`src/fetch_params.svh`:
```
/*
 * Fetch front end parameters.
 * Lane counts, BTB geometry and PC address layout.
 */
`ifndef FETCH_PARAMS_SVH
`define FETCH_PARAMS_SVH

// Lane counts.
`define FETCH_WIDTH 2
`define INT_ISSUE_WIDTH 2

// BTB geometry.
`define BTB_ENTRY_NUM 64
`define BTB_QUEUE_SIZE 4
`define BTB_QUEUE_PTR_WIDTH $clog2(`BTB_QUEUE_SIZE)

// Address layout. The index sits just above the instruction byte offset.
`define INSN_BYTE_WIDTH 4
`define PC_WIDTH 32
`define RESET_PC 32'h0000_1000
`define BTB_INDEX_LSB $clog2(`INSN_BYTE_WIDTH)
`define BTB_INDEX_WIDTH $clog2(`BTB_ENTRY_NUM)
`define BTB_TAG_WIDTH (`PC_WIDTH - `BTB_INDEX_WIDTH - `BTB_INDEX_LSB)

`endif

```
`src/fetchPkg.sv`:
```
/*
 * Fetch front end types.
 * PC, BTB entry and index types, branch results and BTB read ports.
 */
`include "fetch_params.svh"

package fetchPkg;

    typedef logic [`PC_WIDTH-1:0] PcPath;
    typedef logic [`BTB_INDEX_WIDTH-1:0] BtbIndexPath;
    typedef logic [`BTB_TAG_WIDTH-1:0] BtbTagPath;

    // One stored branch, target kept as a full address.
    typedef struct packed {
        logic valid;
        logic isCondBr;
        BtbTagPath tag;
        PcPath target;
    } BtbEntry;

    // Unit taken by the RAM write port and held in the write queue.
    typedef struct packed {
        BtbIndexPath index;
        BtbEntry entry;
    } BtbWrite;

    typedef struct packed {
        logic valid;
        logic taken;
        logic isCondBr;
        PcPath brAddr;
        PcPath nextAddr;
    } BranchResult;

    typedef struct packed {
        logic hit;
        logic isCondBr;
        PcPath target;
    } BtbRead;

    typedef enum logic {btbInit, btbRun} BtbState;

    typedef enum logic [1:0] {pcHold, pcRedirect, pcPredicted, pcSequential} PcSelect;

    function automatic BtbIndexPath toBtbIndex(PcPath pc);
        return pc[`BTB_INDEX_LSB +: `BTB_INDEX_WIDTH];
    endfunction

    function automatic BtbTagPath toBtbTag(PcPath pc);
        return pc[`PC_WIDTH-1 -: `BTB_TAG_WIDTH];
    endfunction

endpackage

```
`src/btbRam.sv`:
```
/*
 * BTB entry storage.
 * One bank per fetch lane, registered read, single write port.
 */
`timescale 1ns/10ps
`include "fetch_params.svh"

module btbRam import fetchPkg::*; (
    input  logic        clk,
    input  BtbIndexPath readIndex [`FETCH_WIDTH],
    output BtbEntry     readEntry [`FETCH_WIDTH],
    input  logic        writeEnable,
    input  BtbWrite     writeData
);

    localparam int BankNum = `FETCH_WIDTH;
    localparam int BankBits = $clog2(BankNum);
    localparam int BankDepth = `BTB_ENTRY_NUM / BankNum;

    typedef logic [BankBits-1:0] BankPath;
    typedef logic [`BTB_INDEX_WIDTH-BankBits-1:0] RowPath;

    BtbEntry bankMem [BankNum][BankDepth];
    RowPath  bankRow [BankNum];
    BtbEntry bankData [BankNum];
    BankPath laneBankReg [`FETCH_WIDTH];

    BankPath writeBank;
    RowPath  writeRow;

    assign writeBank = writeData.index[BankBits-1:0];
    assign writeRow = writeData.index[`BTB_INDEX_WIDTH-1:BankBits];

    // Route each lane's row address to the bank its low index bits select.
    always_comb begin
        for (int b = 0; b < BankNum; b++) begin
            bankRow[b] = '0;
            for (int i = 0; i < `FETCH_WIDTH; i++) begin
                if (readIndex[i][BankBits-1:0] == BankPath'(b)) begin
                    bankRow[b] = readIndex[i][`BTB_INDEX_WIDTH-1:BankBits];
                end
            end
        end
    end

    for (genvar b = 0; b < BankNum; b++) begin : gBank
        // Old entry is returned on a read of the row being written.
        always_ff @(posedge clk) begin
            bankData[b] <= bankMem[b][bankRow[b]];
            if (writeEnable && writeBank == BankPath'(b)) begin
                bankMem[b][writeRow] <= writeData.entry;
            end
        end
    end

    always_ff @(posedge clk) begin
        for (int i = 0; i < `FETCH_WIDTH; i++) begin
            laneBankReg[i] <= readIndex[i][BankBits-1:0];
        end
    end

    always_comb begin
        for (int i = 0; i < `FETCH_WIDTH; i++) begin
            readEntry[i] = bankData[laneBankReg[i]];
        end
    end

    // Lanes of one fetch group must land in distinct banks.
    for (genvar i = 0; i < `FETCH_WIDTH; i++) begin : gBankCheckI
        for (genvar j = i + 1; j < `FETCH_WIDTH; j++) begin : gBankCheckJ
            assert property (@(posedge clk)
                !$isunknown(readIndex[i]) && !$isunknown(readIndex[j]) |->
                readIndex[i][BankBits-1:0] != readIndex[j][BankBits-1:0])
            else $error("btbRam: lanes %0d and %0d read the same bank", i, j);
        end
    end

endmodule

```
`src/btbWriteQueue.sv`:
```
/*
 * BTB write queue.
 * Circular FIFO for branch-target writes that lost the RAM write port.
 */
`timescale 1ns/10ps
`include "fetch_params.svh"

module btbWriteQueue import fetchPkg::*; (
    input  logic    clk,
    input  logic    rst,
    input  logic    push,
    input  BtbWrite pushData,
    input  logic    pop,
    output BtbWrite headData,
    output logic    empty,
    output logic    full
);

    typedef logic [`BTB_QUEUE_PTR_WIDTH-1:0] PtrPath;
    typedef logic [`BTB_QUEUE_PTR_WIDTH:0] CountPath;

    BtbWrite  queueMem [`BTB_QUEUE_SIZE];
    PtrPath   headPtr;
    PtrPath   tailPtr;
    CountPath count;

    logic doPush;
    logic doPop;

    // A push into a full queue is dropped.
    assign doPush = push && !full;
    assign doPop = pop && !empty;

    always_ff @(posedge clk) begin
        if (rst) begin
            headPtr <= '0;
            tailPtr <= '0;
            count <= '0;
        end else begin
            if (doPush) begin
                tailPtr <= tailPtr + 1'b1;
            end
            if (doPop) begin
                headPtr <= headPtr + 1'b1;
            end
            case ({doPush, doPop})
                2'b10: count <= count + 1'b1;
                2'b01: count <= count - 1'b1;
                default: count <= count;
            endcase
        end
    end

    always_ff @(posedge clk) begin
        if (doPush) begin
            queueMem[tailPtr] <= pushData;
        end
    end

    assign headData = queueMem[headPtr];
    assign empty = (count == '0);
    assign full = (count == CountPath'(`BTB_QUEUE_SIZE));

    assert property (@(posedge clk) disable iff (rst) push |-> !full)
    else $error("btbWriteQueue: push while full, write dropped");

    assert property (@(posedge clk) disable iff (rst) pop |-> !empty)
    else $error("btbWriteQueue: pop while empty");

endmodule

```
`src/btb.sv`:
```
/*
 * Branch target buffer.
 * Per-lane lookup with registered tag compare, write port arbitration
 * between direct and queued writes, and the post-reset clearing sweep.
 */
`timescale 1ns/10ps
`include "fetch_params.svh"

module btb import fetchPkg::*; (
    input  logic        clk,
    input  logic        rst,
    input  PcPath       predNextPc,
    input  BranchResult brResult [`INT_ISSUE_WIDTH],
    output BtbRead      btbRead [`FETCH_WIDTH],
    output logic        initBusy
);

    BtbState     state;
    BtbIndexPath initIndex;

    PcPath       laneAddr [`FETCH_WIDTH];
    PcPath       laneAddrReg [`FETCH_WIDTH];
    BtbIndexPath readIndex [`FETCH_WIDTH];
    BtbEntry     readEntry [`FETCH_WIDTH];

    logic    writeEnable;
    BtbWrite writeData;

    logic    firstTaken;
    logic    secondTaken;
    BtbWrite firstWrite;
    BtbWrite secondWrite;

    logic    initWrite;
    logic    directWrite;
    logic    pushQueue;
    logic    popQueue;
    BtbWrite headData;
    logic    queueEmpty;
    logic    queueFull;

    function automatic BtbWrite makeWrite(BranchResult r);
        BtbWrite w;
        w.index = toBtbIndex(r.brAddr);
        w.entry.valid = 1'b1;
        w.entry.isCondBr = r.isCondBr;
        w.entry.tag = toBtbTag(r.brAddr);
        w.entry.target = r.nextAddr;
        return w;
    endfunction

    btbRam ram (
        .clk         (clk),
        .readIndex   (readIndex),
        .readEntry   (readEntry),
        .writeEnable (writeEnable),
        .writeData   (writeData)
    );

    btbWriteQueue queue (
        .clk      (clk),
        .rst      (rst),
        .push     (pushQueue),
        .pushData (secondWrite),
        .pop      (popQueue),
        .headData (headData),
        .empty    (queueEmpty),
        .full     (queueFull)
    );

    // Init sweep clears one index per cycle.
    always_ff @(posedge clk) begin
        if (rst) begin
            state <= btbInit;
            initIndex <= '0;
        end else if (state == btbInit) begin
            initIndex <= initIndex + 1'b1;
            if (initIndex == BtbIndexPath'(`BTB_ENTRY_NUM - 1)) begin
                state <= btbRun;
            end
        end
    end

    assign initBusy = (state == btbInit);

    // Lane addresses of the group being looked up.
    always_comb begin
        for (int i = 0; i < `FETCH_WIDTH; i++) begin
            laneAddr[i] = predNextPc + PcPath'(i * `INSN_BYTE_WIDTH);
            readIndex[i] = toBtbIndex(laneAddr[i]);
        end
    end

    always_ff @(posedge clk) begin
        laneAddrReg <= laneAddr;
    end

    always_comb begin
        for (int i = 0; i < `FETCH_WIDTH; i++) begin
            btbRead[i].hit = readEntry[i].valid && (state == btbRun) &&
                             (readEntry[i].tag == toBtbTag(laneAddrReg[i]));
            btbRead[i].isCondBr = readEntry[i].isCondBr;
            btbRead[i].target = readEntry[i].target;
        end
    end

    // Lowest taken lane goes direct, the next one is parked.
    always_comb begin
        firstTaken = 1'b0;
        secondTaken = 1'b0;
        firstWrite = '0;
        secondWrite = '0;
        for (int k = 0; k < `INT_ISSUE_WIDTH; k++) begin
            if (brResult[k].valid && brResult[k].taken) begin
                if (!firstTaken) begin
                    firstTaken = 1'b1;
                    firstWrite = makeWrite(brResult[k]);
                end else if (!secondTaken) begin
                    secondTaken = 1'b1;
                    secondWrite = makeWrite(brResult[k]);
                end
            end
        end
    end

    assign initWrite = (state == btbInit);
    assign directWrite = (state == btbRun) && firstTaken;
    assign pushQueue = (state == btbRun) && secondTaken;
    assign popQueue = (state == btbRun) && !firstTaken && !queueEmpty;

    always_comb begin
        writeEnable = initWrite || directWrite || popQueue;
        if (initWrite) begin
            writeData.index = initIndex;
            writeData.entry = '0;
        end else if (directWrite) begin
            writeData = firstWrite;
        end else begin
            writeData = headData;
        end
    end

    // Only the first taken result goes direct, so the second must find room.
    assert property (@(posedge clk) disable iff (rst) pushQueue |-> !queueFull)
    else $error("btb: second taken result lost, write queue full");

endmodule

```
`src/nextPcStage.sv`:
```
/*
 * Next-PC stage.
 * Picks redirect, BTB target or fall-through and registers the fetch PC.
 */
`timescale 1ns/10ps
`include "fetch_params.svh"

module nextPcStage import fetchPkg::*; (
    input  logic   clk,
    input  logic   rst,
    input  logic   redirectValid,
    input  PcPath  redirectPc,
    input  BtbRead btbRead [`FETCH_WIDTH],
    input  logic   initBusy,
    output PcPath  predNextPc,
    output PcPath  fetchPc
);

    PcSelect pcSel;
    PcPath   predTarget;

    always_comb begin
        pcSel = pcSequential;
        predTarget = '0;
        if (initBusy) begin
            pcSel = pcHold;
        end else if (redirectValid) begin
            pcSel = pcRedirect;
        end else begin
            // Walk down so the first hitting lane wins.
            for (int i = `FETCH_WIDTH - 1; i >= 0; i--) begin
                if (btbRead[i].hit) begin
                    pcSel = pcPredicted;
                    predTarget = btbRead[i].target;
                end
            end
        end

        case (pcSel)
            pcHold: predNextPc = fetchPc;
            pcRedirect: predNextPc = redirectPc;
            pcPredicted: predNextPc = predTarget;
            default: predNextPc = fetchPc + PcPath'(`FETCH_WIDTH * `INSN_BYTE_WIDTH);
        endcase
    end

    always_ff @(posedge clk) begin
        if (rst) begin
            fetchPc <= `RESET_PC;
        end else begin
            fetchPc <= predNextPc;
        end
    end

    assert property (@(posedge clk) disable iff (rst)
        fetchPc[`BTB_INDEX_LSB-1:0] == '0)
    else $error("nextPcStage: fetchPc %h not instruction aligned", fetchPc);

endmodule

```
`src/fetchFrontEnd.sv`:
```
/*
 * Fetch front end top.
 * Next-PC stage and branch target buffer.
 */
`timescale 1ns/10ps
`include "fetch_params.svh"

module fetchFrontEnd import fetchPkg::*; (
    input  logic        clk,
    input  logic        rst,
    input  logic        redirectValid,
    input  PcPath       redirectPc,
    input  BranchResult brResult [`INT_ISSUE_WIDTH],
    output PcPath       fetchPc,
    output BtbRead      btbRead [`FETCH_WIDTH],
    output logic        initBusy
);

    PcPath predNextPc;

    nextPcStage npStage (
        .clk           (clk),
        .rst           (rst),
        .redirectValid (redirectValid),
        .redirectPc    (redirectPc),
        .btbRead       (btbRead),
        .initBusy      (initBusy),
        .predNextPc    (predNextPc),
        .fetchPc       (fetchPc)
    );

    btb btbUnit (
        .clk        (clk),
        .rst        (rst),
        .predNextPc (predNextPc),
        .brResult   (brResult),
        .btbRead    (btbRead),
        .initBusy   (initBusy)
    );

endmodule

```
`config.mk`:
```
export PLATFORM = sky130hd
export DESIGN_NAME = fetchFrontEnd
export DESIGN_NICKNAME = d
export VERILOG_FILES = /design/src/fetchPkg.sv /design/src/btbRam.sv /design/src/btbWriteQueue.sv /design/src/btb.sv /design/src/nextPcStage.sv /design/src/fetchFrontEnd.sv
export VERILOG_INCLUDE_DIRS = /design/src
export SDC_FILE = /design/constraint.sdc
export NUM_CORES = 2
export LEC_CHECK = 0
export BUFFER_PORTS_ARGS = -buffer_cell sky130_fd_sc_hd__buf_2
export CAP_MARGIN = 0
export CELL_PAD_IN_SITES_DETAIL_PLACEMENT = 1
export CELL_PAD_IN_SITES_GLOBAL_PLACEMENT = 2
export CORE_ASPECT_RATIO = 1.2
export CORE_MARGIN = 1
export CORE_UTILIZATION = 46
export CTS_BUF_LIST = sky130_fd_sc_hd__clkbuf_8
export CTS_CLUSTER_DIAMETER = 80
export DETAILED_ROUTE_END_ITERATION = 7
export PLACE_DENSITY = 0.79
export SYNTH_ARGS = -nofsm -noshare
export SYNTH_HDL_FRONTEND = slang
export SYNTH_SLANG_ARGS = --single-unit
```
`constraint.sdc`:
```
create_clock -name clk -period 5.9 [get_ports clk]
set_clock_uncertainty 0.05 [all_clocks]
set_input_delay 1.18 -clock clk [delete_from_list [all_inputs] [get_ports clk]]
set_output_delay 1.18 -clock clk [all_outputs]
set_load 0.01 [all_outputs]
```
==> results.sh <==
export IMPL_outcome="completed"
export IMPL_die_area_um2=354000
export IMPL_post_route_util_pct=53.1
export IMPL_max_cap_violations=0
export IMPL_overflow=0
export IMPL_numCtsBuffers=659
export IMPL_p_leak_nw=60.1
export IMPL_p_int_mw=43.9
export IMPL_swShare_pct=22.0
export IMPL_synthCells=8408
export IMPL_syn_to_final_growth_pct=14.9
export IMPL_worstPathRequired_ns=6.90
export IMPL_antenna_found_initial=36
export IMPL_hold_depth=4
export IMPL_ff2ff_path_depth=18
export IMPL_period_needed_ns=5.71
export IMPL_cts_root_buffer="clkbuf_8"
export IMPL_hold_viol_final=0
export IMPL_portBuffers=265
export IMPL_fin_crit_sh_pct=96.7
export IMPL_synthFlopType="edfxtp_1"
export IMPL_regArea_um2=123000
export IMPL_nets=9476
export IMPL_multi_input_area_um2=37500
export IMPL_dp_cells=13300
export IMPL_worstMarginPinSlew_ns=1.33
export IMPL_start_kind="flop"
export IMPL_final_cell_mix="edfxtp_1 (3,968), mux2i_1 (811), clkbuf_8 (698)"
export IMPL_drtIter0Drc=10500
export IMPL_placeableCoreArea_um2=350000
export IMPL_ant_nets=0
export IMPL_grt_pass1_vias=94200
export IMPL_reg2reg_from="btbUnit.ram.laneBankReg[0][0]$_DFF_P_"
export IMPL_yosys_top_cells_area="edfxtp_1 (74%), mux4_2 (9.0%), mux2i_1 (5.0%)"
export IMPL_htreeDepth=6
export IMPL_wirelength_um=485000
export IMPL_fillers=31500
export IMPL_route_detailed_drc=0
export IMPL_rr_endpoint="btbUnit.ram.bankData[1][21]$_DFF_P_"
export IMPL_fp_dieW_um=543
export IMPL_vias_per_cell=6.12
export IMPL_syn_area_per_cell_um2=19.2
export IMPL_synth_seq_cells=4182
export IMPL_finalNonFillerCells=14500
export IMPL_syn_num_nets=8586
export IMPL_hold_class="primary input to flop"
export IMPL_switchingPower_mw=12.4
export IMPL_clk_pin_slew_ns=0.06
export IMPL_io_pins=270
export IMPL_synth_top_area_share_pct=73.8
export IMPL_critPathKind="flop to flop"
export IMPL_wl_per_cell_um=33.4
export IMPL_regToRegSetupSlack_ns=0.19
export IMPL_slew_headroom_pct=11.3
export IMPL_rsz0062_at_grt="false"
export IMPL_arrival_ns=6.71
export IMPL_vias=88900
export IMPL_fin_tns_setup_ns=0
export IMPL_die_h_um=651
export IMPL_grt_start_max_net_pins=71
export IMPL_start_util_pct=46.2
export IMPL_dpl_hpwl_um=283000
export IMPL_power_density_nw_per_um2=303
export IMPL_end_kind="flop"
export IMPL_layout_commonest_cell="edfxtp_1"
export IMPL_cts_tree="built"
export IMPL_synth_edf_count=3968
export IMPL_ys_types=81
export IMPL_clk_path_buf_depth=4
export IMPL_syn_area_um2=162000
export IMPL_fmax_mhz=175
export IMPL_holdWs_ns=0.273
export IMPL_firstDrtPassIters=6
export IMPL_crit_path_max_fanout=36
export IMPL_setup_viol=0
export IMPL_comb_power_share_pct=1.7
export IMPL_grt_usage_pct=27.2
export IMPL_postCtsHoldBufs=0
export IMPL_synth_largest_area_cell="edfxtp_1"
export IMPL_fp_row_count=238
export IMPL_ys_async_sr_fraction_pct=0
export IMPL_hp_start="redirectPc[0]"
export IMPL_yosysSeqAreaShare_pct=76.4
export IMPL_yosys_warnings=0
export IMPL_grt_pass1_wl_um=684000
export IMPL_clk_latency_ns=1.24
export IMPL_seq_power_share_pct=57.7
export IMPL_peakVddDrop_mv=0.230
export IMPL_p_total_mw=56.2
export IMPL_drive_gt1_share_pct=24.7
export IMPL_gp_congestion=0.921
export IMPL_cts_num_sinks=4182
export IMPL_p_clk_share_pct=40.6
export IMPL_drv_slew=0
-- timing repair --
action / 4_1_cts / 5_1_grt
gates cloned: 0 / 0
setup buffers: 1 / 1
setup endpoints to repair: 4 / 76
hold endpoints to repair: 0 / 0
gates resized for setup: 1 / 9
pin swaps: 0 / 1
-- synthesized netlist by cell type, types with 11 or more instances --
library cell	n
and3_1	48
o31a_1	60
inv_1	40
nor4_1	22
nand4_1	68
mux2i_1	812
nand2_1	296
mux2_2	65
dfxtp_1	214
a311oi_1	33
edfxtp_1	3968
nand3_1	263
nor3_1	86
a22o_1	18
a21oi_1	19
xor2_1	21
o22ai_1	356
a31oi_1	29
mux4_2	645
buf_2	171
buf_1	48
and2_1	11
o21ai_0	168
o2111ai_1	58
nor2_1	324
clkbuf_1	276
xnor2_1	85
a211oi_1	60
nor2b_1	12
-- stage by stage --
step	worst slack, ns	instance area (um^2)
6_report	0.194	186000
5_1_grt	0.0208	186000
4_1_cts	0.0804	186000
3_5_place_dp	0.0170	174000
3_3_place_gp	0.132	174000
2_1_floorplan	0.228	162000
-- metal layers --
layer	routed length (um)	up-vias	global-route usage [%]
met4	20800	18	11.0
met1	183000	47500	34.7
met5	118	-	0
met3	39000	935	4.75
li1	-	36300	-
met2	242000	4152	46.1
-- critical path: stages, from the launching register on --
cell	delay, ns
dfxtp_4	0.54
buf_16	0.22
mux2i_1	0.33
xnor2_1	0.14
or4_1	0.51
or4b_1	0.61
o22ai_4	0.17
o31a_1	0.21
nand2_1	0.14
ha_4	0.21
inv_1	0.09
nor3_1	0.05
a22o_1	0.22
a311oi_4	0.28
buf_12	0.20
buf_12	0.30
mux4_2	0.55
a211oi_1	0.46
nand4_1	0.18
-- worst max-delay path by stage --
stage,to,cells past startpoint,slack (ns),from
after floorplan,btbUnit.ram.bankMem[0][1004]$_DFFE_PP_,5,0.23,brResult[66]
after global placement,btbUnit.ram.bankData[0][25]$_DFF_P_,20,0.13,btbUnit.ram.laneBankReg[0][0]$_DFF_P_
after detailed placement,btbUnit.ram.bankData[0][18]$_DFF_P_,19,0.02,btbUnit.laneAddrReg[2]$_DFF_P_
after CTS,btbUnit.ram.bankData[0][18]$_DFF_P_,21,0.08,btbUnit.ram.laneBankReg[0][0]$_DFF_P_
after global routing,btbUnit.ram.bankData[0][32]$_DFF_P_,21,0.02,btbUnit.ram.laneBankReg[0][0]$_DFF_P_
final,btbUnit.ram.bankData[1][21]$_DFF_P_,18,0.19,btbUnit.ram.laneBankReg[0][0]$_DFF_P_
-- power groups by stage --
stage	Sequential (mW)	Combinational [mW]	Clock (mW)
4_1_cts	32.5	0.958	23.2
5_1_grt	32.4	1.01	24.2
3_3_place_gp	33.1	0.931	0
2_1_floorplan	32.9	0.459	0
6_report	32.5	0.965	22.8
3_5_place_dp	33.1	0.951	0
-- logic make-up (layout without fill, tap and decap cells) --
logic type | count (synthesis) | after routing | synth area share (%)
DFF | 4182 | 4182 | 76.4
buffers and inverters | 543 | 1969 | 1.42
other | 0 | 20 | 0
AOI/OAI and AO/OA | 875 | 875 | 3.68
muxes | 1522 | 1522 | 14.5
adders and majority gates | 9 | 9 | 0.0744
xor gates and xnor gates | 106 | 106 | 0.575
and+or+nand+nor | 1171 | 1171 | 3.36
-- area by class of cell --
class                   count  share of cell area (%)
diodes                     20                  0.0270
clock buffers             698                    5.17
clock inverters           499                    1.30
inverters                  40                  0.0836
multi-input cells        3683                    20.2
flip-flops and latches   4182                    66.5
well taps                4680                    3.15
repair buffers            732                    3.58
-- flip-flops by register name (all words and copies together), names as in the netlist, named ones only --
register,flops
btbUnit.state,1
btbUnit.laneAddrReg,49
npStage.fetchPc,30
btbUnit.ram.bankData,116
btbUnit.queue.count,3
btbUnit.initIndex,6
btbUnit.ram.bankMem,3712
btbUnit.queue.tailPtr,2
btbUnit.ram.laneBankReg,1
btbUnit.queue.headPtr,2
btbUnit.queue.queueMem,256
(Power assumes the default switching activity.)
